`src/verilog/umi_flex_pkg.sv`:
```
// UMI bus widths, FIFO depth, command struct and input/output packet structs

package umi_flex_pkg;

   // ########################################################################
   // Bus widths
   // ########################################################################

   localparam int CW = 32;
   localparam int AW = 64;

   // Wide input bus and narrow output bus
   localparam int IDW = 256;
   localparam int ODW = 64;

   // Bytes carried by one output beat
   localparam int ODW_BYTES = ODW / 8;

   // Default number of buffered output chunks
   localparam int FIFO_DEPTH = 4;

   // ########################################################################
   // Command word
   // ########################################################################

   // First member lands in the top bits, so opcode sits at [4:0]
   typedef struct packed {
      logic [4:0] hostid;
      logic [1:0] user;
      logic       ex;
      logic       eof;
      logic       eom;
      logic [1:0] prot;
      logic [3:0] qos;
      // Words in the packet minus one
      logic [7:0] len;
      // Bytes per word are 2**size
      logic [2:0] size;
      logic [4:0] opcode;
   } umi_cmd_t;

   // ########################################################################
   // Packets
   // ########################################################################

   typedef struct packed {
      logic [IDW-1:0] data;
      logic [AW-1:0]  srcaddr;
      logic [AW-1:0]  dstaddr;
      umi_cmd_t       cmd;
   } umi_in_pkt_t;

   typedef struct packed {
      logic [ODW-1:0] data;
      logic [AW-1:0]  srcaddr;
      logic [AW-1:0]  dstaddr;
      umi_cmd_t       cmd;
   } umi_out_pkt_t;

endpackage

```
`src/verilog/umi_fifoflex.sv`:
```
// UMI 256-to-64 bit width converter top: splitter, output FIFO, bypass path and status

module umi_fifoflex
  (
   input  logic                        umi_in_clk,
   input  logic                        umi_in_nreset,
   // Skip the FIFO, only changed while idle
   input  logic                        bypass,
   // Wide input
   input  logic                        umi_in_valid,
   input  umi_flex_pkg::umi_in_pkt_t   umi_in_pkt,
   output logic                        umi_in_ready,
   // Narrow output
   output logic                        umi_out_valid,
   output umi_flex_pkg::umi_out_pkt_t  umi_out_pkt,
   input  logic                        umi_out_ready,
   // Status
   output logic                        fifo_full,
   output logic                        fifo_empty
   );

   import umi_flex_pkg::*;

   // Splitter output
   logic         split_valid;
   logic         split_ready;
   umi_out_pkt_t split_pkt;

   // FIFO side
   logic         fifo_wr;
   logic         fifo_rd;
   logic         fifo_full_raw;
   logic         fifo_empty_raw;
   umi_out_pkt_t fifo_pkt;

   // ########################################################################
   // Splitter
   // ########################################################################

   umi_width_split split_i
     (
      .umi_in_clk    (umi_in_clk),
      .umi_in_nreset (umi_in_nreset),
      .in_valid      (umi_in_valid),
      .in_pkt        (umi_in_pkt),
      .in_ready      (umi_in_ready),
      .out_valid     (split_valid),
      .out_pkt       (split_pkt),
      .out_ready     (split_ready)
      );

   // Back-pressure comes from the sink directly in bypass
   assign split_ready = bypass ? umi_out_ready : ~fifo_full_raw;

   // ########################################################################
   // Output FIFO
   // ########################################################################

   // Nothing is queued while bypassed
   assign fifo_wr = split_valid & split_ready & ~bypass;

   // Pop the head on every output transfer
   assign fifo_rd = umi_out_ready & ~fifo_empty_raw;

   umi_sync_fifo
     #(
       .DEPTH     (FIFO_DEPTH),
       .payload_t (umi_out_pkt_t)
       )
   fifo_i
     (
      .umi_in_clk    (umi_in_clk),
      .umi_in_nreset (umi_in_nreset),
      .wr_en         (fifo_wr),
      .wr_data       (split_pkt),
      .full          (fifo_full_raw),
      .rd_en         (fifo_rd),
      .rd_data       (fifo_pkt),
      .empty         (fifo_empty_raw)
      );

   // ########################################################################
   // Bypass select and status
   // ########################################################################

   assign umi_out_valid = bypass ? split_valid : ~fifo_empty_raw;
   assign umi_out_pkt   = bypass ? split_pkt   : fifo_pkt;

   // In bypass, full mirrors the sink stall
   assign fifo_full  = bypass ? ~umi_out_ready : fifo_full_raw;
   assign fifo_empty = bypass ? 1'b1           : fifo_empty_raw;

endmodule

```
`src/verilog/umi_sync_fifo.sv`:
```
// Single-clock FIFO with registered full/empty flags and a type-parameterized payload

module umi_sync_fifo
  #(
    // Power of two, at least 2
    parameter int  DEPTH     = umi_flex_pkg::FIFO_DEPTH,
    parameter type payload_t = umi_flex_pkg::umi_out_pkt_t
    )
   (
    input  logic     umi_in_clk,
    input  logic     umi_in_nreset,
    // Write side
    input  logic     wr_en,
    input  payload_t wr_data,
    output logic     full,
    // Read side
    input  logic     rd_en,
    output payload_t rd_data,
    output logic     empty
    );

   // Storage
   payload_t mem [DEPTH];

   // Pointers wrap naturally at DEPTH
   logic [$clog2(DEPTH)-1:0] wr_ptr;
   logic [$clog2(DEPTH)-1:0] rd_ptr;

   // Occupancy, one extra bit to hold DEPTH
   logic [$clog2(DEPTH):0]   count;
   logic [$clog2(DEPTH):0]   count_next;

   logic wr_ok;
   logic rd_ok;

   // Blocked accesses are dropped
   assign wr_ok = wr_en & ~full;
   assign rd_ok = rd_en & ~empty;

   always_comb
   begin
      count_next = count;
      if (wr_ok && !rd_ok)
         count_next = count + 1'b1;
      else if (rd_ok && !wr_ok)
         count_next = count - 1'b1;
   end

   // ########################################################################
   // Pointers and status
   // ########################################################################

   always_ff @(posedge umi_in_clk or negedge umi_in_nreset)
   begin
      if (!umi_in_nreset)
      begin
         wr_ptr <= '0;
         rd_ptr <= '0;
         count  <= '0;
         full   <= 1'b0;
         empty  <= 1'b1;
      end
      else
      begin
         if (wr_ok)
            wr_ptr <= wr_ptr + 1'b1;
         if (rd_ok)
            rd_ptr <= rd_ptr + 1'b1;
         count <= count_next;
         full  <= (count_next == DEPTH);
         empty <= (count_next == 0);
      end
   end

   // ########################################################################
   // Data
   // ########################################################################

   always_ff @(posedge umi_in_clk)
   begin
      if (wr_ok)
         mem[wr_ptr] <= wr_data;
   end

   // Head entry, valid whenever not empty
   assign rd_data = mem[rd_ptr];

endmodule

```
`src/verilog/umi_width_split.sv`:
```
// Splitter cutting wide UMI input packets into output-width chunks via a remainder latch

module umi_width_split
  (
   input  logic                        umi_in_clk,
   input  logic                        umi_in_nreset,
   // Wide side
   input  logic                        in_valid,
   input  umi_flex_pkg::umi_in_pkt_t   in_pkt,
   output logic                        in_ready,
   // Narrow side
   output logic                        out_valid,
   output umi_flex_pkg::umi_out_pkt_t  out_pkt,
   input  logic                        out_ready
   );

   import umi_flex_pkg::*;

   // Remainder of a packet still being cut
   logic        rem_valid;
   umi_in_pkt_t rem_pkt;

   // Packet currently being worked on
   umi_in_pkt_t held;

   logic [8:0]  words_per_beat;
   logic [8:0]  len_plus_one;
   logic        cut;
   logic        beat_done;

   umi_cmd_t    chunk_cmd;
   umi_cmd_t    rem_cmd;
   umi_in_pkt_t next_rem;

   // ########################################################################
   // Source selection and split decision
   // ########################################################################

   // Leftover data always goes first
   assign held = rem_valid ? rem_pkt : in_pkt;

   // Words that fit on the narrow bus for this size
   assign words_per_beat = 9'(ODW_BYTES) >> held.cmd.size;

   assign len_plus_one = {1'b0, held.cmd.len} + 9'd1;

   assign cut = (len_plus_one > words_per_beat);

   // Handshake
   assign out_valid = rem_valid | in_valid;
   assign in_ready  = ~rem_valid & out_ready;
   assign beat_done = out_valid & out_ready;

   // ########################################################################
   // Emitted chunk
   // ########################################################################

   always_comb
   begin
      chunk_cmd = held.cmd;
      if (cut)
      begin
         // Full beat, more to follow
         chunk_cmd.len = words_per_beat[7:0] - 8'd1;
         chunk_cmd.eom = 1'b0;
      end
   end

   assign out_pkt.cmd     = chunk_cmd;
   assign out_pkt.dstaddr = held.dstaddr;
   assign out_pkt.srcaddr = held.srcaddr;
   assign out_pkt.data    = held.data[ODW-1:0];

   // ########################################################################
   // Next remainder
   // ########################################################################

   // Original eom stays with the remainder
   always_comb
   begin
      rem_cmd     = held.cmd;
      rem_cmd.len = held.cmd.len - words_per_beat[7:0];
   end

   assign next_rem.cmd     = rem_cmd;
   assign next_rem.dstaddr = held.dstaddr + AW'(ODW_BYTES);
   assign next_rem.srcaddr = held.srcaddr + AW'(ODW_BYTES);
   assign next_rem.data    = held.data >> ODW;

   // Occupied after a cut, empty once the last chunk leaves
   always_ff @(posedge umi_in_clk or negedge umi_in_nreset)
   begin
      if (!umi_in_nreset)
         rem_valid <= 1'b0;
      else if (beat_done)
         rem_valid <= cut;
   end

   // Remainder contents
   always_ff @(posedge umi_in_clk)
   begin
      if (beat_done && cut)
         rem_pkt <= next_rem;
   end

endmodule
```
`config.mk`:
```
export PLATFORM = sky130hd
export DESIGN_NAME = umi_fifoflex
export DESIGN_NICKNAME = d
export VERILOG_FILES = /design/src/verilog/umi_flex_pkg.sv /design/src/verilog/umi_fifoflex.sv /design/src/verilog/umi_sync_fifo.sv /design/src/verilog/umi_width_split.sv
export SDC_FILE = /design/constraint.sdc
export NUM_CORES = 1
export LEC_CHECK = 0
export BUFFER_PORTS_ARGS = -buffer_cell sky130_fd_sc_hd__buf_2
export CAP_MARGIN = 25
export CORE_AREA = 5 5 322 324
export CTS_CLUSTER_SIZE = 20
export DETAILED_ROUTE_END_ITERATION = 8
export DIE_AREA = 0 0 327 329
export PLACE_DENSITY_LB_ADDON = 0.12
export SYNTH_ARGS = -nofsm -noshare
export SYNTH_HDL_FRONTEND = slang
export SYNTH_SLANG_ARGS = --single-unit
```
`constraint.sdc`:
```
create_clock -name umi_in_clk -period 37.6 [get_ports umi_in_clk]
set_input_delay 7.52 -clock umi_in_clk [delete_from_list [all_inputs] [get_ports umi_in_clk]]
set_output_delay 7.52 -clock umi_in_clk [all_outputs]
set_load 0.02 [all_outputs]
```
==> impl_metrics.yaml <==
floorplan:
  core_um2: 101000
  ios: 649
  fp.dieH_um: 329
  start_util: 0.543
  die_w_um: 327
  dieArea_um2: 108000
  std_cell_rows: 117
setup_path:
  cp_max_fo: 10
  cp-end-kind: "output port"
  r2r_start: "split_i.rem_valid"
  r2r-end: "split_i.rem_pkt[309]"
  reg2regPathDepth: 13
  worstPathRequired_ns: 30.08
  start_kind: "input pin"
  reg2reg_slack_ns: 31.36
  cp_data_arrival_time_ns: 10.98
  worstSetupPathType: "input pin to output port"
  worstSetupStartpoint: "umi_in_pkt[7]"
status:
  status: "completed"
sta:
  relSlewSlack: 0.266
  finalCritPeriodShare: 0.492
  slew_violations: 0
  fin_crit_ns: 18.50
  hold_ws_ns: 0.493
  rsz0062_at_grt: "no"
  worstMarginPinSlew_ns: 1.10
  finalHoldViolations: 0
  setup_viol: 0
  finalSetupTns_ns: 0
  fmax_mhz: 54.0
  fin_skew_ns: 0.0209
  postLayoutSetupSlackWorst_ns: 19.10
hold_path:
  min-delay-start: "fifo_i.count[2]"
  min_path_type: "register to register"
  min_to: "fifo_i.count[2]"
  min_path_cells: 1
power:
  p_leak_nw: 22.8
  powerDensity_nw_per_um2: 95.6
  max-vdd-ir-drop_v: 0.0000613
finish:
  syn2layout_area_growth_pct: 16.4
  nNetsFinal: 4017
  fillers: 7228
  drive_gt1_frac: 0.461
  fin_util: 0.632
  final_cell_count_no_fill: 5027
clocking:
  cts_num_sinks: 1258
  hold_buffers: 0
  clkTransAtPathRegs_ns: 0.06
  cts_tree: "yes"
  clockRootBuffer: "clkbuf_16"
  cts.path.max_buffers: 3
  clock_latency_ns: 0.73
  postCtsSetupRepairBufs: 0
  htreeDepth: 4
  numCtsBuffers: 137
  cts_resized: 0
global_routing:
  grt_max_degree: 143
  antenna_found_initial: 57
  overflow: 0
  grt_usage: 0.249
  grt_pass1_wl_um: 200000
  grt_pass1_vias: 31000
placement:
  place_inst: 4742
  dpl_worst_slack_ns: 19.19
  numPortBuffers: 648
  dpl.hpwl_um: 90100
  place.gp.congestion: 0.874
synth:
  avgSynthCellArea_um2: 19.0
  synth_flop_cell: "edfxtp_1"
  netlist_instances: 2888
  synthDistinctLibCells: 77
  async_flop_share: 0.00795
  synth_seq_area_share: 0.689
  ys_warn_count: 0
  synthesis.area_um2: 54800
  syn_nets: 3328
  ys_seq_elements: 1258
  synth-edff-count: 1248
routing:
  ant_nets: 0
  drtIter0Drc: 2327
  firstDrtPassIters: 5
  num_vias: 29700
  drc: 0
  wl_per_cell_um: 26.9
  viasPerCell: 5.91
  wl_um: 135000
job:
  maxCapViolations: 0
==> power by group <==
| group | leakage, nW | internal, W | total [W] | switching, W |
|---|---|---|---|---|
| registers | 12.0 | 0.00233 | 0.00248 | 0.000149 |
| clock network | 2.08 | 0.000750 | 0.00128 | 0.000529 |
| logic | 8.71 | 0.000926 | 0.00234 | 0.00141 |
==> area by class of cell <==
type,instances,area (um^2),area share
tap,1309,1640,0.0257
sequential,1258,37700,0.592
timing repair buffer,692,3730,0.0586
clock buffer,173,3700,0.0580
clock inverter,70,557,0.00873
inverter,39,146,0.00230
antenna,37,92.6,0.00145
multi-input combinational,1449,16200,0.253
==> flip-flops by register name, indices dropped and copies added, names as in the netlist <==
| name | flops |
|---|---|
| fifo_i.count | 3 |
| fifo_i.empty | 1 |
| fifo_i.full | 1 |
| fifo_i.mem | 896 |
| fifo_i.rd_ptr | 2 |
| fifo_i.wr_ptr | 2 |
| split_i.rem_pkt | 352 |
| split_i.rem_valid | 1 |
==> logic make-up (layout without fill, tap and decap cells) <==
group | count (synthesis) | after routing | synth area share
compound gates | 96 | 96 | 0.0142
xor+xnor | 127 | 127 | 0.0203
fa+ha+maj | 19 | 19 | 0.00448
buf+inv | 181 | 974 | 0.0166
flops | 1258 | 1258 | 0.689
mux | 794 | 794 | 0.209
other cells | 0 | 37 | 0
simple gates | 413 | 413 | 0.0471
==> critical path, cell delays in order <==
cell,delay [ns]
buf_2,0.10
mux2i_1,0.53
inv_1,0.31
nor2_1,0.19
nand2_1,0.16
ha_1,0.37
nand3b_1,0.12
nand3b_1,0.09
a31oi_1,0.23
o21a_1,0.48
mux2i_1,0.46
mux2_2,0.25
buf_2,0.16
==> metrics by stage <==
| step | area [um^2] | power (W) |
|---|---|---|
| final | 63800 | 0.00610 |
| after global routing | 63700 | 0.00638 |
| after CTS | 63600 | 0.00614 |
| after detailed placement | 59300 | 0.00485 |
| after global placement | 59200 | 0.00477 |
| after floorplan | 54800 | 0.00425 |
==> cells in the final DEF (no fill, tap or decap), types with 30 or more instances in the layout <==
cell type,n
buf_4,35
xor2_1,36
inv_1,39
clkinv_1,36
clkbuf_16,143
buf_2,648
nand3_1,65
xnor2_1,91
nand2_1,87
mux4_2,224
diode_2,37
edfxtp_1,1248
nand4_1,30
mux2_2,542
nor2_1,39
nor2b_1,75
==> per-layer routing <==
metal / up-vias / GRT usage / wire length (um)
li1: 13000 / - / -
met1: 15500 / 0.328 / 54100
met2: 957 / 0.414 / 68100
met3: 198 / 0.0667 / 10100
met4: 34 / 0.0715 / 2920
met5: - / 0 / 253
==> Yosys cell counts (all sizes together) (2+ instances only) <==
cell,instances,share of area
edfxtp,1248,0.68
mux2,542,0.11
mux4,224,0.092
xnor2,91,0.015
nand2,88,0.0062
buf,83,0.0098
nor2b,75,0.0086
nand3,67,0.0063
clkbuf,59,0.0040
nor2,40,0.0028
inv,39,0.0027
xor2,36,0.0058
nand4,35,0.0047
mux2i,28,0.0052
ha,18,0.0041
nand4b,18,0.0048
o21ai,18,0.0017
nand3b,17,0.0032
a21oi,15,0.0014
nor3,13,0.0015
and2,11,0.0013
and3,11,0.0013
o22ai,10,0.0013
a31oi,9,0.0010
dfrtp,9,0.0041
nand2b,9,0.0010
nor4,9,0.0023
a21o,8,0.0011
a22oi,8,0.0022
a32o,8,0.0015
and4,7,0.0012
or2,6,0.00069
a211oi,4,0.0011
a21boi,4,0.00069
and4b,3,0.00055
a2111oi,2,0.00066
a221oi,2,0.00043
a22o,2,0.00032
nor3b,2,0.00046
o21a,2,0.00027
==> worst max path at each step <==
stage	to	slack, ns	cells after the start
floorplan	split_i.rem_pkt[0]	3.31	11
global placement	umi_out_pkt[11]	19.21	12
detailed placement	umi_out_pkt[9]	19.19	12
CTS	umi_out_pkt[9]	19.19	12
global route	umi_out_pkt[11]	18.84	13
finish	umi_out_pkt[9]	19.10	13
No activity file was read; power rests on OpenSTA's default activity.
